$ cat config.mk
export PLATFORM = sky130hd
export DESIGN_NAME = io_switch
export DESIGN_NICKNAME = d
export VERILOG_FILES = /design/src/hdl/harness_pkg.sv /design/src/hdl/io_switch.sv
export SDC_FILE = /design/constraint.sdc
export NUM_CORES = 1
export LEC_CHECK = 0
export ABC_AREA = 1
export BUFFER_PORTS_ARGS = -buffer_cell sky130_fd_sc_hd__buf_4
export CORE_AREA = 2 2 272 274
export CTS_CLUSTER_SIZE = 12
export DETAILED_ROUTE_END_ITERATION = 8
export DIE_AREA = 0 0 274 276
export PLACE_DENSITY = 0.3
export SETUP_SLACK_MARGIN = 0.05
export SLEW_MARGIN = 10
export SYNTH_ARGS = -nofsm -noshare
export SYNTH_HDL_FRONTEND = slang
export SYNTH_SLANG_ARGS = --single-unit
$ cat constraint.sdc
create_clock -name clk_i -period 2.4 [get_ports clk_i]
set_input_delay 0.24 -clock clk_i [delete_from_list [all_inputs] [get_ports clk_i]]
set_output_delay 0.24 -clock clk_i [all_outputs]
set_load 0.01 [all_outputs]
$ cat src/hdl/harness_pkg.sv
/* I/O space is 20 bits with the host registers at the top. Everything below
   HOST_BASE is backing memory of 64-bit words. */
`default_nettype none

package harness_pkg;

  typedef logic [19:0] io_addr_t;
  typedef logic [63:0] io_data_t;

  typedef enum logic
  {
    e_io_read  = 1'b0,
    e_io_write = 1'b1
  } io_op_e;

  typedef struct packed
  {
    io_op_e   op;
    io_addr_t addr;
    io_data_t data;
  } io_cmd_s;

  // Write responses carry zero data
  typedef struct packed
  {
    io_op_e   op;
    io_addr_t addr;
    io_data_t data;
  } io_resp_s;

  typedef enum logic [1:0]
  {
    e_nbf_write  = 2'b00,
    e_nbf_fence  = 2'b01,
    e_nbf_finish = 2'b10
  } nbf_op_e;

  typedef struct packed
  {
    nbf_op_e  opcode;
    io_addr_t addr;
    io_data_t data;
  } nbf_pkt_s;

  typedef struct packed
  {
    logic icache_trace;
    logic dcache_trace;
    logic cmt_trace;
    logic vm_trace;
    logic core_profile;
    logic pc_profile;
    logic branch_profile;
    logic cosim;
  } host_enables_s;

  localparam io_addr_t HOST_BASE         = 20'hf_0000;
  localparam io_addr_t HOST_ENABLES_ADDR = 20'hf_0000;
  localparam io_addr_t HOST_FINISH_ADDR  = 20'hf_0008;

  // Byte offset bits below the memory word index
  localparam int MEM_OFFSET_BITS = 3;

endpackage

`default_nettype wire

$ cat src/hdl/io_switch.sv
/* Targets must answer their own commands in order. Command ready may depend
   on command valid through the arbiter. */
`timescale 1ns/1ns
`default_nettype none

module io_switch
  #(parameter int max_outstanding_p = 4)
  (input  logic                  clk_i
  ,input  logic                  reset_i

  ,input  harness_pkg::io_cmd_s  proc_cmd_i
  ,input  logic                  proc_cmd_v_i
  ,output logic                  proc_cmd_ready_o
  ,output harness_pkg::io_resp_s proc_resp_o
  ,output logic                  proc_resp_v_o
  ,input  logic                  proc_resp_ready_i

  ,input  harness_pkg::io_cmd_s  load_cmd_i
  ,input  logic                  load_cmd_v_i
  ,output logic                  load_cmd_ready_o
  ,output harness_pkg::io_resp_s load_resp_o
  ,output logic                  load_resp_v_o

  ,output harness_pkg::io_cmd_s  host_cmd_o
  ,output logic                  host_cmd_v_o
  ,input  logic                  host_cmd_ready_i
  ,input  harness_pkg::io_resp_s host_resp_i
  ,input  logic                  host_resp_v_i
  ,output logic                  host_resp_ready_o

  ,output harness_pkg::io_cmd_s  mem_cmd_o
  ,output logic                  mem_cmd_v_o
  ,input  logic                  mem_cmd_ready_i
  ,input  harness_pkg::io_resp_s mem_resp_i
  ,input  logic                  mem_resp_v_i
  ,output logic                  mem_resp_ready_o
  );

  import harness_pkg::*;

  localparam int ptr_w_lp = (max_outstanding_p > 1) ? $clog2(max_outstanding_p) : 1;
  localparam int cnt_w_lp = $clog2(max_outstanding_p + 1);

  typedef enum logic {e_src_proc, e_src_load} src_e;
  typedef enum logic {e_tgt_mem, e_tgt_host} tgt_e;

  typedef struct packed
  {
    src_e src;
    tgt_e tgt;
  } route_s;

  route_s              q_r [max_outstanding_p];
  logic [ptr_w_lp-1:0] wr_ptr_r, rd_ptr_r;
  logic [cnt_w_lp-1:0] q_cnt_r;
  src_e                last_grant_r, pend_src_r;
  logic                pend_r;
  logic                q_full, q_empty, push, pop;
  logic                sel_load, sel_v, tgt_host, tgt_ready;
  logic                head_host, resp_v_sel, dst_ready;
  io_cmd_s             sel_cmd;
  io_resp_s            resp_sel;
  route_s              grant_route, head;

  function automatic logic [ptr_w_lp-1:0] next_ptr(input logic [ptr_w_lp-1:0] ptr);
    if (ptr == ptr_w_lp'(max_outstanding_p - 1))
      return '0;
    return ptr + 1'b1;
  endfunction

  assign q_full  = (q_cnt_r == cnt_w_lp'(max_outstanding_p));
  assign q_empty = (q_cnt_r == '0);

  // A command shown to a target keeps its grant until it transfers
  always_comb
  begin
    if (pend_r)
      sel_load = (pend_src_r == e_src_load);
    else if (proc_cmd_v_i && load_cmd_v_i)
      sel_load = (last_grant_r == e_src_proc);
    else
      sel_load = load_cmd_v_i;
  end

  assign sel_cmd   = sel_load ? load_cmd_i : proc_cmd_i;
  assign sel_v     = sel_load ? load_cmd_v_i : proc_cmd_v_i;
  assign tgt_host  = (sel_cmd.addr >= HOST_BASE);
  assign tgt_ready = tgt_host ? host_cmd_ready_i : mem_cmd_ready_i;
  assign push      = sel_v & tgt_ready & ~q_full;

  assign grant_route.src = sel_load ? e_src_load : e_src_proc;
  assign grant_route.tgt = tgt_host ? e_tgt_host : e_tgt_mem;

  assign host_cmd_o       = sel_cmd;
  assign mem_cmd_o        = sel_cmd;
  assign host_cmd_v_o     = sel_v & tgt_host & ~q_full;
  assign mem_cmd_v_o      = sel_v & ~tgt_host & ~q_full;
  assign proc_cmd_ready_o = ~sel_load & tgt_ready & ~q_full;
  assign load_cmd_ready_o = sel_load & tgt_ready & ~q_full;

  // Only the target at the queue head may answer
  assign head       = q_r[rd_ptr_r];
  assign head_host  = (head.tgt == e_tgt_host);
  assign resp_sel   = head_host ? host_resp_i : mem_resp_i;
  assign resp_v_sel = ~q_empty & (head_host ? host_resp_v_i : mem_resp_v_i);
  assign dst_ready  = (head.src == e_src_proc) ? proc_resp_ready_i : 1'b1;
  assign pop        = resp_v_sel & dst_ready;

  assign proc_resp_o       = resp_sel;
  assign load_resp_o       = resp_sel;
  assign proc_resp_v_o     = resp_v_sel & (head.src == e_src_proc);
  assign load_resp_v_o     = resp_v_sel & (head.src == e_src_load);
  assign host_resp_ready_o = ~q_empty & head_host & dst_ready;
  assign mem_resp_ready_o  = ~q_empty & ~head_host & dst_ready;

  always_ff @(posedge clk_i)
  begin
    if (reset_i)
    begin
      last_grant_r <= e_src_load;
      pend_r       <= 1'b0;
      pend_src_r   <= e_src_proc;
      wr_ptr_r     <= '0;
      rd_ptr_r     <= '0;
      q_cnt_r      <= '0;
    end
    else
    begin
      pend_r     <= sel_v & ~q_full & ~tgt_ready;
      pend_src_r <= grant_route.src;
      if (push)
      begin
        last_grant_r <= grant_route.src;
        wr_ptr_r     <= next_ptr(wr_ptr_r);
      end
      if (pop)
        rd_ptr_r <= next_ptr(rd_ptr_r);
      q_cnt_r <= q_cnt_r + cnt_w_lp'(push) - cnt_w_lp'(pop);
    end
  end

  always_ff @(posedge clk_i)
  begin
    if (push)
      q_r[wr_ptr_r] <= grant_route;
  end

  // A push never lands on the head entry that still waits for its response
  assert property (@(posedge clk_i) disable iff (reset_i)
                   push |-> (q_empty || wr_ptr_r != rd_ptr_r));

  // A target never answers a command the switch did not send
  assert property (@(posedge clk_i) disable iff (reset_i)
                   (host_resp_v_i | mem_resp_v_i) |-> !q_empty);

endmodule

`default_nettype wire

==> reports/results.ini <==
[synthesis]
synth_edf_count = 8
yosys_warnings = 0
ys_top_cells_by_area = buf_4 29%, nand2_1 23%, mux2_2 17%, dfxtp_1 5.4%, edfxtp_1 5.4%
ys_types = 31
yosys-top-cells-count = 268 x nand2_1, 170 x buf_4, 69 x mux2_2
yosysTopAreaCellShare = 0.287
netlist_instances = 671
yosysMostFrequentCell = nand2_1
ys.flop_type = dfxtp_1
yosysTopAreaCell = buf_4
yosysSeqAreaShare = 0.108
ys_seq_elements = 20
synth-async-reset-ratio = 0
syn_nets = 1028
synth_area_per_cell_um2 = 6.64
synth_area_um2 = 4450

[sta]
setup_slack_ns = 0.163
tightest_slew_ns = 0.356
final-hold-violation-count = 0
finalSetupViolCount = 0
whs_ns = 0.206
fmax_ghz = 0.447
fin_crit_sh = 0.932
setup-tns-final_ns = 0
finClkSkew_ns = 0.00149
slew_headroom = 0.763
fin_crit_ns = 2.24
rsz0062_at_grt = false
slew_violations = 0

[placement]
gp_congestion = 0.873
dp_hpwl_um = 34000
dpl_worst_slack_ns = -0.0169
place_inst = 2156
port_buffers = 696

[global_routing]
overflow = 0
grt_pass1_wl_um = 48500
grt_util_all_layers = 0.0903
antenna_found_initial = 4
grt_max_degree = 55
grt_pass1_vias = 6619

[route]
drtAntennaViolNets = 0
dr.pass1.iters = 4
routed_via_density = 2.90
drt_first_iter_violations = 181
num_vias = 6271
wl_per_cell_um = 17.3
wl_um = 37300
drc = 0

[clock_network]
clk_pin_slew_ns = 0.06
cts_sinks = 20
numCtsBuffers = 3
root_buffer = clkbuf_16
clk_latency_ns = 0.25
cts_tree = yes
htreeDepth = 1
clk_path_buf_depth = 2

[final_layout]
fin_nets = 1562
area_delta_synth_final_pct = 125
drive_gt1_frac = 0.696
utilization = 0.138
layout.cells.non_filler = 2163
diodes = 0

[die]
die-height_um = 276
rows = 99
die-area_um2 = 75600
initial_core_util = 0.0614
ios = 697
fp.coreArea_um2 = 72600
die_w_um = 274

[hold_path]
hold_class = in -> reg
hold_depth = 2
worstHoldEndpoint = q_cnt_r[0]
worstHoldStart = reset_i

[power]
peakVddDrop_mv = 0.653
p_leak_nw = 5.26
power-per-cell-area_nw_per_um2 = 903

[run]
maxCapViolCount = 0

[setup_path]
endpoint_kind = output pin
start_kind = flip-flop
r2r_cells = 14
rrSetupSlack_ns = 0.18
arrival_ns = 2.00
timing.rr.start = last_grant_r
crit_required_ns = 2.16
crit_fanout = 17
r2r-end = q_cnt_r[1]
path_class = reg -> out

[outcome]
status = finished, final reports clean

==> how the worst max path moves through the flow <==
| stage | startpoint | endpoint | slack (ns) | cells past startpoint |
|---|---|---|---|---|
| 6_report | flip-flop | proc_resp_o[72] | 0.16 | 8 |
| 5_1_grt | last_grant_r | q_cnt_r[2] | 0.03 | 15 |
| 4_1_cts | last_grant_r | q_cnt_r[2] | 0.05 | 16 |
| 3_5_place_dp | proc_cmd_v_i | q_cnt_r[2] | -0.02 | 16 |
| 3_3_place_gp | proc_cmd_v_i | q_cnt_r[2] | -0.05 | 16 |
| 2_1_floorplan | pend_r | q_cnt_r[2] | 0.15 | 15 |
==> flip-flops by register name (all words and copies together) (netlist names), named ones only <==
signal,flops
q_r,8
q_cnt_r,3
rd_ptr_r,2
wr_ptr_r,2
last_grant_r,1
pend_r,1
pend_src_r,1
==> repair_timing <==
| action | CTS | global route |
|---|---|---|
| hold endpoints to repair | 0 | 0 |
| hold buffers | 0 | 0 |
| gates resized for setup | 8 | 32 |
| cloned | 0 | 2 |
| pin swaps | 0 | 15 |
| endpoints found under the setup margin | 237 | 248 |
| buffers inserted | 0 | 1 |
==> area by class of cell <==
class                           instances  area (um^2)
Timing Repair Buffer                  726         5590
Tap cell                              959         1200
Inverter                               31          116
Multi-Input combinational cell        423         2520
Fill cell                            8432        62600
Clock buffer                            3         75.1
Sequential cell                        20          484
Clock inverter                          1         30.0
==> metrics by stage <==
stage / power [W] / area [um^2]
3_5_place_dp: 0.00844 / 9720
6_report: 0.00906 / 10000
3_3_place_gp: 0.00852 / 9720
4_1_cts: 0.00899 / 9850
5_1_grt: 0.00969 / 10000
2_1_floorplan: 0.00485 / 4450
==> critical path: stages, from the launching register on <==
cell and delay, ns:
dfxtp_2 0.36, inv_2 0.05, nand2_1 0.05, nand3_1 0.12, nand2_4 0.12, buf_12 0.20
buf_8 0.20, mux2_2 0.45, buf_4 0.18
==> cells by family (layout without fill, tap and decap cells) <==
group / Yosys count / after routing / share of synthesized area
and+or+nand+nor: 321 / 321 / 0.294
buffers and inverters: 228 / 761 / 0.347
muxes: 85 / 85 / 0.215
DFF: 20 / 20 / 0.108
adders and majority gates: 8 / 8 / 0.0242
AOI/OAI and AO/OA: 8 / 8 / 0.0104
xor gates and xnor gates: 1 / 1 / 0.00197
==> metal layers <==
metal / track usage / up-vias / part of all wire
met5: 0 / - / 0.00091
met3: 0.0270 / 27 / 0.094
met2: 0.176 / 435 / 0.53
li1: - / 2996 / -
met4: 0.0176 / 6 / 0.021
met1: 0.0941 / 2807 / 0.36
==> power breakdown <==
| group | internal (W) | switching, W |
|---|---|---|
| combinational | 0.00397 | 0.00414 |
| sequential | 0.000438 | 0.0000609 |
| clock | 0.000330 | 0.000123 |
==> layout by cell type (no fill, tap or decap), types with 2 or more instances in the layout <==
master,instances
ha_1,5
buf_12,4
edfxtp_1,8
nor3_1,4
nand3_4,2
inv_1,25
dfxtp_2,3
inv_2,6
nand3_1,9
o21ai_1,2
nand2_2,10
ha_4,2
buf_16,2
nor2_4,3
mux2_1,13
buf_4,715
mux2_2,72
nand3_2,2
buf_8,2
nand2_1,260
dfxtp_1,9
clkbuf_16,5
nand3b_1,3
nand2_4,4
nor2_1,20
o21ai_0,2
(Power assumes the default switching activity.)
