**src/hdl/harness_pkg.sv**
```systemverilog
/* I/O space is 20 bits with the host registers at the top. Everything below
   HOST_BASE is backing memory of 64-bit words. */
`default_nettype none

package harness_pkg;

  typedef logic [19:0] io_addr_t;
  typedef logic [63:0] io_data_t;

  typedef enum logic
  {
    e_io_read  = 1'b0,
    e_io_write = 1'b1
  } io_op_e;

  typedef struct packed
  {
    io_op_e   op;
    io_addr_t addr;
    io_data_t data;
  } io_cmd_s;

  // Write responses carry zero data
  typedef struct packed
  {
    io_op_e   op;
    io_addr_t addr;
    io_data_t data;
  } io_resp_s;

  typedef enum logic [1:0]
  {
    e_nbf_write  = 2'b00,
    e_nbf_fence  = 2'b01,
    e_nbf_finish = 2'b10
  } nbf_op_e;

  typedef struct packed
  {
    nbf_op_e  opcode;
    io_addr_t addr;
    io_data_t data;
  } nbf_pkt_s;

  typedef struct packed
  {
    logic icache_trace;
    logic dcache_trace;
    logic cmt_trace;
    logic vm_trace;
    logic core_profile;
    logic pc_profile;
    logic branch_profile;
    logic cosim;
  } host_enables_s;

  localparam io_addr_t HOST_BASE         = 20'hf_0000;
  localparam io_addr_t HOST_ENABLES_ADDR = 20'hf_0000;
  localparam io_addr_t HOST_FINISH_ADDR  = 20'hf_0008;

  // Byte offset bits below the memory word index
  localparam int MEM_OFFSET_BITS = 3;

endpackage

`default_nettype wire

```
**src/hdl/nbf_loader.sv**
```systemverilog
/* Issues one write at a time and never more than 255 unacknowledged writes.
   Packets after finish are not accepted. */
`timescale 1ns/1ns
`default_nettype none

module nbf_loader
  (input  logic                  clk_i
  ,input  logic                  reset_i

  ,input  harness_pkg::nbf_pkt_s nbf_i
  ,input  logic                  nbf_v_i
  ,output logic                  nbf_ready_o

  ,output harness_pkg::io_cmd_s  cmd_o
  ,output logic                  cmd_v_o
  ,input  logic                  cmd_ready_i

  ,input  logic                  resp_v_i
  ,output logic                  done_o
  );

  import harness_pkg::*;

  localparam int cnt_w_lp = 8;

  typedef enum logic [1:0]
  {
    e_idle,
    e_issue,
    e_drain,
    e_done
  } state_e;

  state_e              state_r, state_n;
  io_cmd_s             cmd_r;
  logic [cnt_w_lp-1:0] out_cnt_r;
  logic                fin_r;
  logic                nbf_fire, cmd_fire;

  assign nbf_ready_o = (state_r == e_idle);
  assign cmd_v_o     = (state_r == e_issue);
  assign done_o      = (state_r == e_done);
  assign cmd_o       = cmd_r;

  assign nbf_fire = nbf_v_i & nbf_ready_o;
  assign cmd_fire = cmd_v_o & cmd_ready_i;

  always_comb
  begin
    state_n = state_r;
    case (state_r)
      e_idle:
        if (nbf_fire)
          state_n = (nbf_i.opcode == e_nbf_write) ? e_issue : e_drain;
      e_issue:
        if (cmd_ready_i)
          state_n = e_idle;
      // Fence and finish both wait for every write to be acknowledged
      e_drain:
        if (out_cnt_r == '0)
          state_n = fin_r ? e_done : e_idle;
      default:
        state_n = e_done;
    endcase
  end

  always_ff @(posedge clk_i)
  begin
    if (reset_i)
    begin
      state_r   <= e_idle;
      out_cnt_r <= '0;
      fin_r     <= 1'b0;
    end
    else
    begin
      state_r   <= state_n;
      out_cnt_r <= out_cnt_r + cnt_w_lp'(cmd_fire) - cnt_w_lp'(resp_v_i);
      if (nbf_fire && nbf_i.opcode == e_nbf_finish)
        fin_r <= 1'b1;
    end
  end

  always_ff @(posedge clk_i)
  begin
    if (nbf_fire)
    begin
      cmd_r.op   <= e_io_write;
      cmd_r.addr <= nbf_i.addr;
      cmd_r.data <= nbf_i.data;
    end
  end

  // Every acknowledgement from the switch matches a counted write
  assert property (@(posedge clk_i) disable iff (reset_i)
                   resp_v_i |-> (out_cnt_r != '0));

endmodule

`default_nettype wire

```
**config.mk**
```make
export PLATFORM = sky130hd
export DESIGN_NAME = nbf_loader
export DESIGN_NICKNAME = d
export VERILOG_FILES = /design/src/hdl/harness_pkg.sv /design/src/hdl/nbf_loader.sv
export SDC_FILE = /design/constraint.sdc
export NUM_CORES = 1
export LEC_CHECK = 0
export BUFFER_PORTS_ARGS = -buffer_cell sky130_fd_sc_hd__buf_2
export CAP_MARGIN = 40
export CORE_ASPECT_RATIO = 0.8
export CORE_UTILIZATION = 48
export CTS_CLUSTER_DIAMETER = 30
export CTS_CLUSTER_SIZE = 10
export DETAILED_ROUTE_END_ITERATION = 8
export PLACE_DENSITY = 0.84
export SETUP_SLACK_MARGIN = 0.15
export SKIP_CTS_REPAIR_TIMING = 1
export SLEW_MARGIN = 20
export SYNTH_ARGS = -nofsm -noshare
export SYNTH_HDL_FRONTEND = slang
export SYNTH_SLANG_ARGS = --single-unit
```
**constraint.sdc**
```tcl
create_clock -name clk_i -period 8.87 [get_ports clk_i]
set_input_delay 0.4435 -clock clk_i [delete_from_list [all_inputs] [get_ports clk_i]]
set_output_delay 0.4435 -clock clk_i [all_outputs]
set_load 0.01 [all_outputs]
```
==> results of run 1 <==
power breakdown:
part	leakage (nW)	total, W	internal [W]	switching [W]
clock network	0.0814	0.000253	0.000106	0.000147
logic	0.965	0.000247	0.000113	0.000134
registers	0.892	0.000555	0.000539	0.0000164
total	1.94	0.00106	0.000757	0.000298
layout make-up:
type	count	share of cell area, %
flip-flops and latches	95	61.0
repair buffers	178	20.1
multi-input cells	70	11.7
clock buffers	10	2.84
well taps	84	2.34
clock inverters	6	1.14
inverters	11	0.918
final timing paths:
| path | from | endpoint | cells past startpoint |
|---|---|---|---|
| worst max-delay path | state_r[0] | out_cnt_r[6] | 11 |
| worst min-delay path | nbf_i[8] | cmd_o[8] | 1 |
| worst max register to register | state_r[0] | out_cnt_r[6] | 11 |
| worst min register to register | fin_r | fin_r | 2 |
stage by stage:
stage / cell area [um2] / hold slack (ps) / instances
floorplan: 3320 / 454 / 179
global route: 4500 / 236 / 454
detailed placement: 4320 / 546 / 438
CTS: 4500 / 250 / 454
global placement: 4300 / 501 / 437
finish: 4500 / 269 / 454
routing by layer:
layer,GRT usage [%],vias up,share of wire (%)
li1,-,1047,-
met4,9.24,0,2.7
met1,23.8,1046,36
met5,0,-,0
met2,37.3,115,53
met3,6.29,18,8.5
flip-flops by register name, summed over array words and instances (netlist names):
signal	flops
cmd_o	84
fin_r	1
out_cnt_r	8
state_r	2
worst max-delay path: stages (launching register included):
cell     delay (ps)
dfxtp_1         440
nor2b_1         190
nand2_1          90
ha_1            280
inv_1            40
ha_1            180
inv_1            70
fa_1            250
nor2b_4          60
o311a_1         320
or4_1           470
nand3_1          90
cells by family (layout without fill, tap and decap cells):
logic type | count (synthesis) | in the layout | share of synthesized area [%]
DFF | 95 | 95 | 82.6
and+or+nand+nor | 37 | 37 | 6.37
AOI/OAI and AO/OA | 17 | 17 | 3.58
buffers and inverters | 14 | 205 | 1.70
adders and majority gates | 12 | 12 | 4.75
muxes | 2 | 2 | 0.641
other | 1 | 1 | 0.113
xor gates and xnor gates | 1 | 1 | 0.264
placed cells by master, fill, tap and decap left out, types with 2 or more instances in the layout:
cell,n
dfxtp_1,11
inv_1,11
nor2_1,10
clkbuf_8,9
buf_2,177
ha_1,11
nand2b_1,2
nor3b_1,2
nor3_1,3
edfxtp_1,84
or4_1,2
inv_6,2
clkinvlp_4,3
nand3_1,2
nor2b_1,4
nand4b_1,2
a21oi_1,3
o21ai_0,4
nand2_1,4
==> impl_metrics.yaml, run 1 <==
outcome:
  status: "finished clean"
die:
  core_um2: 6540
  dieWidth_um: 95.0
  io_pins: 179
  dieArea_um2: 7260
  die_h_um: 76.4
  rows: 26
  start_util_pct: 50.8
clock_tree:
  htreeDepth: 3
  cts-root-buf: "clkbuf_8"
  clock-sinks: 95
  cts_tree: "done"
  clock_latency_ps: 340
  cts.clk_slew.worst_paths_ps: 100
  cts_buffer_depth: 2
  cts_buffers: 9
synthesis:
  syn_nets: 282
  synth_area_leaders: "edfxtp_1 76%, dfxtp_1 6.6%, ha_1 4.1%, inv_1 1.2%, nor2_1 1.1%"
  synth_top_area_cell: "edfxtp_1"
  yosysUniqueCellTypes: 37
  yosysMostFrequentCell: "edfxtp_1"
  synthTopCellsByCount: "84 x edfxtp_1, 11 x dfxtp_1, 11 x ha_1, 11 x inv_1, 10 x nor2_1"
  ys_seq_area_share_pct: 82.6
  synth_edf_count: 84
  synthCells: 179
  ys_ff_latch: 95
  synthArstFlopShare_pct: 0
  synth_top_area_share_pct: 76.0
  synth_area_um2: 3320
  yosysWarnings: 0
  synthFlopType: "edfxtp_1"
  syn_area_per_cell_um2: 18.6
routing:
  drcViolationCount: 0
  wl_per_cell_um: 16.6
  vias: 2226
  routed_via_density: 4.90
  drtIter0Drc: 99
  drt_wl_total_um: 7530
  drtAntennaViolNets: 0
  drt-pass1-iter-count: 5
sta:
  setup_ws_ps: 6350
  final.min_clock_period_ps: 2520
  fmax_mhz: 396
  rsz0062_at_grt: "no"
  setup_tns_ps: 0
  fin_skew_ps: 8.66
  final_hold_viol_count: 0
  final_max_slew_viol_count: 0
  setup_viol_count_final: 0
  period_share_pct: 28.4
critical_path:
  cp_data_required_time_ps: 9150
  crit_type: "reg -> reg"
  worstPathArrival_ps: 2800
  reg2reg_setup_slack_ps: 6350
  crit_fanout: 7
  worstSetupStartpointType: "flip-flop"
  worst_setup_path_end_kind: "flip-flop"
layout:
  final_net_count: 468
  synthToLayoutAreaGrowth_pct: 35.5
  antenna_cells: 0
  fin_util_pct: 68.8
  drive_gt1_share_pct: 53.2
  multi_input_area_um2: 524
  layout.area.seq_um2: 2740
  fill_cells: 476
power:
  vdd_ir_drop_max_v: 0.000148
  p_per_area_nw_per_um2: 235
  total_power_w: 0.00106
  leakagePower_nw: 1.94
placed_design:
  portBuffers: 177
  dp_hpwl_um: 5770
  place_congestion: 0.859
  pre_cts_slack_ps: 6390
flow_run:
  drv_cap: 0
global_route:
  grt.overflow.total: 0
  grt_pass1_wl_um: 11100
  grt_antenna_before_repair: 0
  grtUsageTotal_pct: 21.3
  grt_pass1_vias: 2170
  grt_max_degree: 50
hold_path:
  hp-class: "in -> reg"
Power figures use the tool's default switching activity.
==> run 2: changes to the inputs <==
- CORE_UTILIZATION: 48 -> 40
- PLACE_DENSITY: 0.84 -> 0.75
- clock period: 8.87 -> 2.3 ns (I/O delays scaled with it)
==> impl_metrics.yaml, run 2 (same netlist as run 1, synthesis figures left out) <==
routing:
  drtIter0Drc: 114
  drcViolationCount: 0
  drt-pass1-iter-count: 4
  routed_via_density: 4.63
  vias: 2622
  drtAntennaViolNets: 0
  drt_wl_total_um: 9000
  wl_per_cell_um: 15.9
clock_tree:
  cts_buffers: 9
  cts_tree: "done"
  cts-root-buf: "clkbuf_8"
  clock-sinks: 95
  htreeDepth: 3
  clock_latency_ps: 350
  cts_buffer_depth: 2
  cts.clk_slew.worst_paths_ps: 90
layout:
  most-common-layout-cells: "177 x buf_2, 84 x edfxtp_1, 84 x dlygate4sd3_1"
  final_cell_area_um2: 5460
  drive_gt1_share_pct: 45.9
  largest_register_ffs: 84
  fin_cells: 566
  synthToLayoutAreaGrowth_pct: 64.5
  antenna_cells: 0
  final_net_count: 556
  final_common_cell: "buf_2"
sta:
  fin_skew_ps: 9.84
  fmax_mhz: 451
  final.min_clock_period_ps: 2220
  final_max_slew_viol_count: 0
  rsz0062_at_grt: "yes"
  setup_viol_count_final: 0
  final_hold_viol_count: 0
  period_share_pct: 96.4
critical_path:
  worstPathArrival_ps: 2520
  worst_setup_path_end_kind: "flip-flop"
  worstSetupStartpointType: "flip-flop"
  crit_fanout: 3
  cp_slowest_cell: "or4_1"
  critPathBufInv: 2
  crit_type: "reg -> reg"
  crit_chain: "nor2b_4 > nand2_4 > ha_4 > inv_2 > ha_4 > inv_2 > fa_2 > nor2b_4 > o311a_1 > or4_1 > nand3_1"
  crit_family: "simple AND/OR/NAND/NOR gates"
  max_stage_delay_ps: 430
  cp_data_required_time_ps: 2600
power:
  p_per_area_nw_per_um2: 786
  vdd_ir_drop_max_v: 0.000663
  leakagePower_nw: 2.33
die:
  start_util_pct: 41.6
  io_pins: 179
  dieArea_um2: 8670
  rows: 29
  dieWidth_um: 104
  core_um2: 7980
  die_h_um: 83.5
placed_design:
  placed_cell_area_um2: 4400
  dp_hpwl_um: 5710
  dp_cells: 465
  place_congestion: 0.774
  portBuffers: 177
flow_run:
  drv_cap: 0
hold_path:
  hp-class: "in -> reg"
global_route:
  grt_pass1_vias: 2234
  grt_max_degree: 33
  grtUsageTotal_pct: 17.9
  grt_pass1_wl_um: 11500
  grt_antenna_before_repair: 0
  grt.overflow.total: 0
outcome:
  status: "finished clean"
-- run 2: per-stage QoR --
step	setup TNS (ps)	util, %	total power [W]	setup WS, ps	hold slack (ps)
2_1_floorplan	0	-	0.00279	53.3	214
5_1_grt	-35.2	68.4	0.00454	-35.2	27.1
6_report	0	68.4	0.00429	83.9	50.0
4_1_cts	-39.5	57.4	0.00416	-39.5	-95.6
3_3_place_gp	0	55.1	0.00309	113	292
3_5_place_dp	-5.72	55.1	0.00315	-5.72	293
-- run 2: report_power, final --
| group | switching, W | internal (W) | total [W] | leakage [nW] |
|---|---|---|---|---|
| registers | 0.0000636 | 0.00208 | 0.00214 | 0.893 |
| logic | 0.000572 | 0.000563 | 0.00113 | 1.35 |
| clock network | 0.000604 | 0.000413 | 0.00102 | 0.0858 |
-- run 2: final timing paths --
path / end / slack, ps / depth (start not counted) / start
setup / recovery: out_cnt_r[6] / 80 / 11 / state_r[0]
hold / removal: fin_r / 50 / 3 / nbf_i[85]
setup reg to reg: out_cnt_r[6] / 80 / 11 / state_r[0]
hold reg to reg: fin_r / 540 / 2 / fin_r
-- run 2: worst reg2reg max path: stages (launching register included) --
cell and delay (ps):
dfxtp_2 340, nor2b_4 160, nand2_4 70, ha_4 260, inv_2 40, ha_4 150
inv_2 50, fa_2 220, nor2b_4 50, o311a_1 300, or4_1 430, nand3_1 100
-- run 2: routing by layer --
| layer | vias up | wire length (um) | track usage [%] |
|---|---|---|---|
| li1 | 1220 | - | - |
| met1 | 1279 | 3190 | 20.0 |
| met2 | 109 | 5120 | 32.1 |
| met3 | 14 | 496 | 6.40 |
| met4 | 0 | 183 | 5.58 |
| met5 | - | 0 | 0 |
-- run 2: final cells by class --
cell class	instances	area (um2)
Sequential cell	95	2740
Fill cell	557	2520
Timing Repair Buffer	266	1790
Multi-Input combinational cell	70	572
Tap cell	108	135
Clock buffer	10	128
Clock inverter	6	52.6
Inverter	11	41.3
