--- config.mk ---
export PLATFORM = sky130hd
export DESIGN_NAME = host_regs
export DESIGN_NICKNAME = d
export VERILOG_FILES = /design/src/hdl/harness_pkg.sv /design/src/hdl/host_regs.sv
export SDC_FILE = /design/constraint.sdc
export NUM_CORES = 1
export LEC_CHECK = 0
export ABC_CLOCK_PERIOD_IN_PS = 3800
export BUFFER_PORTS_ARGS = -buffer_cell sky130_fd_sc_hd__buf_2
export CAP_MARGIN = 25
export CELL_PAD_IN_SITES_DETAIL_PLACEMENT = 0
export CELL_PAD_IN_SITES_GLOBAL_PLACEMENT = 2
export CORE_MARGIN = 1
export CORE_UTILIZATION = 21
export CTS_CLUSTER_SIZE = 30
export DETAILED_ROUTE_END_ITERATION = 8
export PLACE_DENSITY = 0.86
export SYNTH_ARGS = -nofsm -noshare
export SYNTH_HDL_FRONTEND = slang
export SYNTH_SLANG_ARGS = --single-unit
--- constraint.sdc ---
create_clock -name clk_i -period 3.8 [get_ports clk_i]
set_clock_uncertainty 0.15 [all_clocks]
set_input_delay 1.14 -clock clk_i [delete_from_list [all_inputs] [get_ports clk_i]]
set_output_delay 1.14 -clock clk_i [all_outputs]
set_load 0.01 [all_outputs]
--- src/hdl/harness_pkg.sv ---
/* I/O space is 20 bits with the host registers at the top. Everything below
   HOST_BASE is backing memory of 64-bit words. */
`default_nettype none

package harness_pkg;

  typedef logic [19:0] io_addr_t;
  typedef logic [63:0] io_data_t;

  typedef enum logic
  {
    e_io_read  = 1'b0,
    e_io_write = 1'b1
  } io_op_e;

  typedef struct packed
  {
    io_op_e   op;
    io_addr_t addr;
    io_data_t data;
  } io_cmd_s;

  // Write responses carry zero data
  typedef struct packed
  {
    io_op_e   op;
    io_addr_t addr;
    io_data_t data;
  } io_resp_s;

  typedef enum logic [1:0]
  {
    e_nbf_write  = 2'b00,
    e_nbf_fence  = 2'b01,
    e_nbf_finish = 2'b10
  } nbf_op_e;

  typedef struct packed
  {
    nbf_op_e  opcode;
    io_addr_t addr;
    io_data_t data;
  } nbf_pkt_s;

  typedef struct packed
  {
    logic icache_trace;
    logic dcache_trace;
    logic cmt_trace;
    logic vm_trace;
    logic core_profile;
    logic pc_profile;
    logic branch_profile;
    logic cosim;
  } host_enables_s;

  localparam io_addr_t HOST_BASE         = 20'hf_0000;
  localparam io_addr_t HOST_ENABLES_ADDR = 20'hf_0000;
  localparam io_addr_t HOST_FINISH_ADDR  = 20'hf_0008;

  // Byte offset bits below the memory word index
  localparam int MEM_OFFSET_BITS = 3;

endpackage

`default_nettype wire

--- src/hdl/host_regs.sv ---
/* Decodes full host addresses only. Unknown addresses read zero and ignore
   writes. Finish stays set until reset. */
`timescale 1ns/1ns
`default_nettype none

module host_regs
  (input  logic                       clk_i
  ,input  logic                       reset_i

  ,input  harness_pkg::io_cmd_s       cmd_i
  ,input  logic                       cmd_v_i
  ,output logic                       cmd_ready_o

  ,output harness_pkg::io_resp_s      resp_o
  ,output logic                       resp_v_o
  ,input  logic                       resp_ready_i

  ,output harness_pkg::host_enables_s enables_o
  ,output logic                       finish_o
  );

  import harness_pkg::*;

  host_enables_s enables_r;
  logic          finish_r;
  io_resp_s      resp_r;
  logic          resp_v_r;
  logic          cmd_fire, is_write;
  io_data_t      rd_data;

  assign cmd_ready_o = ~resp_v_r | resp_ready_i;
  assign cmd_fire    = cmd_v_i & cmd_ready_o;
  assign is_write    = (cmd_i.op == e_io_write);

  always_comb
  begin
    case (cmd_i.addr)
      HOST_ENABLES_ADDR: rd_data = io_data_t'(enables_r);
      HOST_FINISH_ADDR:  rd_data = io_data_t'(finish_r);
      default:           rd_data = '0;
    endcase
  end

  always_ff @(posedge clk_i)
  begin
    if (reset_i)
    begin
      enables_r <= '0;
      finish_r  <= 1'b0;
      resp_v_r  <= 1'b0;
    end
    else
    begin
      if (cmd_fire)
        resp_v_r <= 1'b1;
      else if (resp_ready_i)
        resp_v_r <= 1'b0;
      if (cmd_fire && is_write && cmd_i.addr == HOST_ENABLES_ADDR)
        enables_r <= host_enables_s'(cmd_i.data[$bits(host_enables_s)-1:0]);
      if (cmd_fire && is_write && cmd_i.addr == HOST_FINISH_ADDR && cmd_i.data != '0)
        finish_r <= 1'b1;
    end
  end

  always_ff @(posedge clk_i)
  begin
    if (cmd_fire)
    begin
      resp_r.op   <= cmd_i.op;
      resp_r.addr <= cmd_i.addr;
      resp_r.data <= is_write ? '0 : rd_data;
    end
  end

  assign resp_o    = resp_r;
  assign resp_v_o  = resp_v_r;
  assign enables_o = enables_r;
  assign finish_o  = finish_r;

endmodule

`default_nettype wire

==> results of run 1 <==
## logic make-up after synthesis
logic type / Yosys count
simple gates: 61
buf+inv: 59
flops: 39
mux: 9
compound gates: 2
other cells: 1
## sequential cells by signal (all words and copies together), names as in the netlist
signal	cells
resp_o	29
enables_o	8
finish_o	1
resp_v_o	1
## metrics by stage
stage               setup slack [ps]  instance area (sq um)  hold WS [ps]  util [%]  instances
finish                           984                   2710           321      29.0        435
CTS                              981                   2710           326      29.0        435
detailed placement               928                   2630           311      28.1        427
global placement                 969                   2630           304      28.1        427
floorplan                       1230                   2240           337         -        226
global route                     967                   2710           366      29.0        435
## power breakdown
| part | internal [mW] | total [mW] | switching [mW] |
|---|---|---|---|
| clock | 0.124 | 0.259 | 0.134 |
| sequential | 0.477 | 0.481 | 0.00393 |
| combinational | 0.0512 | 0.129 | 0.0781 |
| total | 0.653 | 0.869 | 0.216 |
## worst register-to-register path: stages (launching register included)
cell and delay (ps):
dfxtp_1 340, nand2b_4 90, nand3_2 110, nor4_4 600, mux2i_1 260
## path summary, 6_finish.rpt
check	from	to	cells after the start	slack, ps
setup / recovery	resp_ready_i	cmd_ready_o	3	980
hold / removal	enables_o[7]	enables_o[7]	2	320
setup reg to reg	resp_v_o	enables_o[6]	4	2190
hold reg to reg	enables_o[7]	enables_o[7]	2	320
## cell type report
type                    count  area share, %
flip-flops and latches     39           39.5
multi-input cells         128           27.2
repair buffers            129           23.9
well taps                 129           5.96
clock buffers               5           2.54
clock inverters             3          0.554
inverters                   2          0.277
## cells in the final DEF, fill, tap and decap left out, drive strengths merged
cell type / instances
conb: 56
nand2: 18
a32o: 1
inv: 1
or4: 1
nand3: 3
edfxtp: 29
buf: 129
nor4: 22
mux2i: 9
nor2b: 1
nand2b: 1
a21oi: 1
nor3: 2
clkinvlp: 1
and4: 1
clkinv: 3
nand4: 4
and2: 8
clkbuf: 5
dfxtp: 10
## metal layers
layer	vias up	wire (um)	global-route usage (%)	part of all wire [%]
met5	-	0	0	0
met2	106	2320	16.1	52
met4	0	65	4.01	1.5
met1	690	1590	8.26	36
met3	6	466	2.09	10
li1	772	-	-	-
==> reports/qor.yml, run 1 <==
dr.pass1.iters: 4
p_total_uw: 869
synth.area.mux_share_pct: 4.43
crit_top_cell: "buf_2"
route.antenna.remaining_nets: 0
grt_max_degree: 30
die_x_um: 100
die_area_sq_um: 10100
dp_hpwl_mm: 3.82
worstSetupPathType: "in -> out"
cp_cell_sequence: "buf_2 -> nand2b_4 -> buf_2"
synth_top_family_by_area: "buffers and inverters"
crit_fanout: 4
synth_xor_area_share_pct: 0
clk_latency_ps: 280
yosysSeqAreaShare_pct: 52.6
synth_most_common_cell: "buf_4"
clk_pin_slew_ps: 70
synth_edf_count: 29
finalSetupViolations: 0
wl_per_cell_um: 10.2
pin_count: 185
dieHeight_um: 100
initial_core_util_pct: 21.8
fin_crit_sh_pct: 74.1
numCtsBuffers: 5
status: "completed"
cap_violations: 0
fmax_mhz: 355
grt_antenna_before_repair: 0
relSlewSlack_pct: 54.6
cts_hold_buf: 0
path_buf_inv: 2
max-vdd-ir-drop_mv: 0.124
fin_tns_setup_ps: 0
fill_cells: 987
drv_slew: 0
drt-total-wl_mm: 4.44
synth_top_area_share_pct: 42.8
synth_compound_area_share_pct: 0.738
finalNetCount: 394
rows: 35
drive_gt1_share_pct: 47.4
place_congestion: 0.770
critical-path-top-delay-family: "buffers and inverters"
hold_viol: 0
grt_pass1_wl_mm: 6.65
power_density_nw_per_um2: 321
synth_flop_cell: "edfxtp_1"
drtIter0Drc: 7
cts_tree: "yes"
post_cts_buffers: 0
htreeDepth: 2
rsz0062_at_grt: "false"
num_vias: 1574
area_growth_pct: 33.1
clock_tree.buffer_depth: 2
remaining_drc_errors: 0
seq_area_sq_um: 1070
grt_usage_pct: 8.36
syn_avg_cell_area_sq_um: 11.9
cts_sinks: 39
syn_inst: 171
syn_area_sq_um: 2030
num_antenna_cells: 0
worst_pin_slew_ps: 675
routed_via_density: 3.62
leakagePower_nw: 1.23
synthSimpleGateAreaFrac_pct: 20.7
cts_root_buf: "clkbuf_8"
cpMaxStageDelayCell: "nand2b_4"
critPathMaxStageDelay_ps: 140
io_buffers: 128
start_kind: "input port"
yosys-top-cells-count: "56 x buf_4, 29 x edfxtp_1, 17 x nand2_1, 17 x nor4_1, 10 x dfxtp_1"
synth-seq-cells: 39
multi_input_area_sq_um: 737
crit_path_end_kind: "primary output"
synth_cell_types: 25
synth_area_leaders: "edfxtp_1 43%, buf_4 21%, dfxtp_1 9.8%"
synth_fa_ha_area_share_pct: 0
crit_required_ps: 2510
postSynth.asyncResetShare_pct: 0
yosysWarnings: 0
min_path_type: "reg -> reg"
synth_top_area_cell: "edfxtp_1"
grt_overflow: 0
core-area_sq_um: 9330
cp.arrival_ps: 1530
grt_pass1_vias: 1469
period_minus_slack_ps: 2820
cts_resized: 0
Power figures use the tool's default switching activity.
==> inputs of run 2 (changes only) <==
--- a/config.mk
+++ b/config.mk
@@ -5,16 +5,16 @@
 export SDC_FILE = /design/constraint.sdc
 export NUM_CORES = 1
 export LEC_CHECK = 0
-export ABC_CLOCK_PERIOD_IN_PS = 3800
+export ABC_CLOCK_PERIOD_IN_PS = 2400
 export BUFFER_PORTS_ARGS = -buffer_cell sky130_fd_sc_hd__buf_2
 export CAP_MARGIN = 25
 export CELL_PAD_IN_SITES_DETAIL_PLACEMENT = 0
 export CELL_PAD_IN_SITES_GLOBAL_PLACEMENT = 2
 export CORE_MARGIN = 1
-export CORE_UTILIZATION = 21
+export CORE_UTILIZATION = 18
 export CTS_CLUSTER_SIZE = 30
 export DETAILED_ROUTE_END_ITERATION = 8
-export PLACE_DENSITY = 0.86
+export PLACE_DENSITY = 0.79
 export SYNTH_ARGS = -nofsm -noshare
 export SYNTH_HDL_FRONTEND = slang
 export SYNTH_SLANG_ARGS = --single-unit
==> constraint.sdc (replaced) <==
create_clock -name clk_i -period 2.4 [get_ports clk_i]
set_clock_uncertainty 0.15 [all_clocks]
set_input_delay 0.72 -clock clk_i [delete_from_list [all_inputs] [get_ports clk_i]]
set_output_delay 0.72 -clock clk_i [all_outputs]
set_load 0.01 [all_outputs]
==> reports/qor.yml, run 2 (same netlist as run 1, synthesis figures left out) <==
dieHeight_um: 108  # +7.9%
initial_core_util_pct: 18.6  # -3.2 points
fin_util_pct: 26.0  # -3.0 points
start_kind: "input port"
clk_pin_slew_ps: 60  # about the same
crit_path_end_kind: "register"
clk_latency_ps: 280  # about the same
final_cell_mix: "128 x buf_2, 56 x conb_1, 29 x edfxtp_1"
p_int_mw: 1.33  # +100%
num_vias: 1608  # +2.2%
period_minus_slack_ps: 2030
grt_max_degree: 30  # unchanged
die_area_sq_um: 11700  # +16%
p_switching_uw: 381  # +76%
drt-total-wl_mm: 4.73  # +6.4%
power_density_nw_per_um2: 601  # +87%
core-area_sq_um: 10900  # +17%
grt_overflow: 0  # unchanged
largest_reg_flops: 29  # unchanged
crit_required_ps: 2420  # -90 ps
grt_pass1_vias: 1415  # -3.7%
dp_hpwl_mm: 4.03  # +5.5%
p_sw_share_pct: 22.3  # -2.6 points
die_x_um: 108  # +7.9%
rows: 38  # +8.6%
cts_tree: "yes"
worstSetupPathType: "in -> reg"
cap_violations: 0  # unchanged
cp.arrival_ps: 2050  # +520 ps
route.antenna.remaining_nets: 0  # unchanged
p_total_mw: 1.71  # +97%
grt_usage_pct: 7.85  # -0.50 points
crit_fanout: 1  # -3
p_comb_share_pct: 12.1  # -2.8 points
cts_hold_buf: 0  # unchanged
fin_tns_setup_ps: 0  # unchanged
critical-path-top-delay-family: "simple AND/OR/NAND/NOR gates"
remaining_drc_errors: 0  # unchanged
cts_sinks: 39  # unchanged
cp_cell_sequence: "buf_2 -> nor4_1 -> nand4_1 -> or4_1 -> a32o_1"
path_buf_inv: 1  # -1
finalSetupViolations: 0  # unchanged
routed_via_density: 3.58  # -1.0%
drtIter0Drc: 34  # +27
critPathMaxStageDelay_ps: 500  # +360 ps
cts_root_buf: "clkbuf_16"
grt_pass1_wl_mm: 6.95  # +4.5%
fill_cells: 1161  # +18%
dpl-instance-area_sq_um: 2670  # +1.9%
layout_commonest_cell: "buf_2"
grt_antenna_before_repair: 0  # unchanged
hold_viol: 0  # unchanged
htreeDepth: 2  # unchanged
clockPowerShare_pct: 43.2  # +13 points
leakagePower_nw: 1.29  # +5.2%
rrSetupSlack_ps: 1030  # -1160 ps
wl_per_cell_um: 10.5  # +3.1%
clock_tree.buffer_depth: 2  # unchanged
pwr-share-seq_pct: 44.7  # -11 points
io_buffers: 128  # unchanged
fmax_mhz: 492
status: "completed"
finalNetCount: 397  # +0.76%
drive_gt1_share_pct: 48.5  # +1.2 points
num_antenna_cells: 0  # unchanged
drv_slew: 0  # unchanged
dr.pass1.iters: 4  # unchanged
fin_crit_sh_pct: 84.8
max-vdd-ir-drop_mv: 0.352  # +180%
cpMaxStageDelayCell: "or4_1"
cts_resized: 0  # unchanged
rsz0062_at_grt: "false"
postLayoutCellArea_sq_um: 2840  # +4.9%
place_congestion: 0.732  # -5.0%
area_growth_pct: 39.7
holdWs_ps: 317  # -3.38 ps
post_cts_buffers: 0  # unchanged
pin_count: 185  # unchanged
min_path_type: "reg -> reg"
numCtsBuffers: 5  # unchanged
-- run 2: cell types whose count changed in the layout (fill, tap and decap cells not counted), moves of 2 or more --
cell and delta:
clkinv_1 -2, clkbuf_8 -5, buf_4 +2, clkbuf_16 +5
-- run 2: power by group through the flow --
stage	Combinational, mW	Clock [mW]	Sequential, mW
after floorplan	0.137	0	0.794
after global placement	0.204	0	0.777
after detailed placement	0.208	0	0.778
after CTS	0.209	0.751	0.763
after global routing	0.230	0.788	0.765
final	0.207	0.738	0.763
-- run 2: worst paths after layout --
kind / start / end / cells past startpoint
hold / removal: enables_o[2] / enables_o[2] / 2
setup / recovery: cmd_i[20] / finish_o / 5
setup reg to reg: resp_v_o / enables_o[4] / 5
hold reg to reg: enables_o[2] / enables_o[2] / 2
-- run 2: cell type report --
type	count	area, sq um	area share (%)
clock buffer	5	125	4.40
timing repair buffer	132	683	24.0
tap	140	175	6.16
multi-input combinational	128	737	25.9
clock inverter	3	43.8	1.54
inverter	2	7.51	0.264
sequential	39	1070	37.7
-- run 2: per-stage QoR --
stage                     std cells  setup slack, ps
final                           449              366
after global routing            449              224
after CTS                       449              285
after detailed placement        441            -10.1
after global placement          441            -1.45
after floorplan                 226              259
-- run 2: metal layers --
metal  share of wire [%]  global-route usage [%]  up-vias
met4                 1.8                    4.05        0
met5                   0                       0        -
met1                  36                    7.73      704
met3                  11                    1.87        6
met2                  51                    15.1      123
li1                    -                       -      775
-- run 2: worst min-delay path: stages (launching register included) --
cell,delay (ps)
dfxtp_1,310
nand2_1,60
mux2i_1,50
==> inputs of run 3 (changes only) <==
--- a/config.mk
+++ b/config.mk
@@ -5,7 +5,7 @@
 export SDC_FILE = /design/constraint.sdc
 export NUM_CORES = 1
 export LEC_CHECK = 0
-export ABC_CLOCK_PERIOD_IN_PS = 2400
+export ABC_CLOCK_PERIOD_IN_PS = 1800
 export BUFFER_PORTS_ARGS = -buffer_cell sky130_fd_sc_hd__buf_2
 export CAP_MARGIN = 25
 export CELL_PAD_IN_SITES_DETAIL_PLACEMENT = 0
==> constraint.sdc (replaced) <==
create_clock -name clk_i -period 1.8 [get_ports clk_i]
set_clock_uncertainty 0.15 [all_clocks]
set_input_delay 0.54 -clock clk_i [delete_from_list [all_inputs] [get_ports clk_i]]
set_output_delay 0.54 -clock clk_i [all_outputs]
set_load 0.01 [all_outputs]
==> reports/qor.yml, run 3 (same netlist as run 1, synthesis figures left out) <==
cp_cell_sequence: "buf_6 -> nor4_4 -> nand4_1 -> or4_1 -> a32o_1"
cts_sinks: 39  # unchanged
postLayoutCellArea_sq_um: 3150  # +11%
numCtsBuffers: 5  # unchanged
dr.pass1.iters: 4  # unchanged
routed_via_density: 3.67  # +2.3%
leakagePower_nw: 1.38  # +7.1%
drtIter0Drc: 40  # +18%
num_vias: 1686  # +4.9%
fin_util_pct: 28.8  # +2.8 points
grt_usage_pct: 8.06  # +0.20 points
start_kind: "input port"
power_density_nw_per_um2: 744  # +24%
htreeDepth: 2  # unchanged
fin_cells: 460  # +2.4%
clock_tree.buffer_depth: 2  # unchanged
die_area_sq_um: 11700  # unchanged
rr_startpoint: "resp_v_o"
hold_viol: 0  # unchanged
wl_per_cell_um: 11.0  # +4.4%
grt_antenna_before_repair: 0  # unchanged
cts_tree: "yes"
crit_fanout: 1  # unchanged
cts_hold_buf: 0  # unchanged
die_x_um: 108  # unchanged
cp.arrival_ps: 1830  # -220 ps
finalNetCount: 408  # +2.8%
remaining_drc_errors: 0  # unchanged
status: "finished with violations"
crit_path_end_kind: "register"
min_delay_worst_endpoint: "resp_v_o"
cap_violations: 0  # unchanged
min_path_type: "in -> reg"
place_congestion: 0.716  # -2.1%
grt_max_degree: 30  # unchanged
relSlewSlack_pct: 58.4
finalSetupViolations: 1  # +1
violations: "negative setup slack"
drive_gt1_share_pct: 55.6  # +7.1 points
dp_hpwl_mm: 4.02  # -0.27%
path_buf_inv: 1  # unchanged
core-area_sq_um: 10900  # unchanged
initial_core_util_pct: 18.6  # unchanged
grt_pass1_wl_mm: 7.13  # +2.7%
worstRegToRegCells: 2  # -3
fin_tns_setup_ps: -7.63  # -7.63 ps
drt-total-wl_mm: 5.06  # +7.0%
dieHeight_um: 108  # unchanged
io_buffers: 128  # unchanged
fmax_mhz: 553
max-vdd-ir-drop_mv: 0.549  # +56%
largest_reg_flops: 29  # unchanged
worstSetupPathType: "in -> reg"
dpl.cell_count: 452  # +2.5%
layout_commonest_cell: "buf_2"
r2r-end: "resp_o[70]"
fin_crit_sh_pct: 100
rsz0062_at_grt: "true"
dpl-instance-area_sq_um: 2790  # +4.4%
rrSetupSlack_ps: 300  # -730 ps
worst_pin_slew_ps: 624
rows: 38  # unchanged
area_growth_pct: 54.7
final_cell_mix: "119 x buf_2, 56 x conb_1, 29 x edfxtp_1"
grt_overflow: 0  # unchanged
period_minus_slack_ps: 1810
worst_slack_ps: -7.63  # -373 ps
holdPathStages: 2  # unchanged
p_total_mw: 2.34  # +37%
route.antenna.remaining_nets: 0  # unchanged
holdWs_ps: 298  # -19.6 ps
preCtsSetupSlack_ps: -457  # -447 ps
crit_required_ps: 1820  # -600 ps
critical-path-top-delay-family: "simple AND/OR/NAND/NOR gates"
critPathMaxStageDelay_ps: 520  # +20 ps
cpMaxStageDelayCell: "or4_1"
cts_root_buf: "clkbuf_16"
holdCritStartpoint: "reset_i"
clk_pin_slew_ps: 60  # about the same
drv_slew: 0  # unchanged
num_antenna_cells: 0  # unchanged
clk_latency_ps: 280  # about the same
grt_pass1_vias: 1529  # +8.1%
pin_count: 185  # unchanged
run 3: cell types whose count changed in the layout (fill, tap and decap cells not counted), sizes merged:
| cell | before | now |
|---|---|---|
| buf | 132 | 143 |
run 3: layer usage:
layer,part of all wire (%),global-route usage (%),vias up
met4,2.4,4.34,0
met1,32,7.51,745
met2,54,16.0,126
met5,0,0,-
li1,-,-,803
met3,12,1.87,12
run 3: final cells by class:
type | instances | area [sq um]
Inverter | 2 | 7.51
Clock inverter | 3 | 43.8
Sequential cell | 39 | 1070
Multi-Input combinational cell | 128 | 900
Timing Repair Buffer | 143 | 826
Fill cell | 1154 | 7790
Tap cell | 140 | 175
Clock buffer | 5 | 125
run 3: how the worst max path moves through the flow:
stage               startpoint            to  depth (start not counted)
finish               cmd_i[21]      finish_o                          5
global route          cmd_i[5]      finish_o                          5
CTS                   cmd_i[5]      finish_o                          5
detailed placement   cmd_i[46]      finish_o                          5
global placement     cmd_i[46]      finish_o                          5
floorplan            cmd_i[76]  enables_o[0]                          4
run 3: timing repair:
item                                    4_1_cts  5_1_grt
setup buffers                                 0        0
gates resized for setup                      14       17
pin swaps                                    10       12
endpoints found under the setup margin        1        4
endpoints found under the hold margin         0        0
run 3: worst reg2reg max path, stage by stage, from the launching register on:
cell and delay, ps:
dfxtp_1 330, nand2b_4 90, and2_2 560
run 3: power breakdown:
group / internal [mW] / leakage [nW] / switching, mW
registers: 1.01 / 0.365 / 0.00868
clock network: 0.652 / 0.0838 / 0.333
logic: 0.143 / 0.935 / 0.197
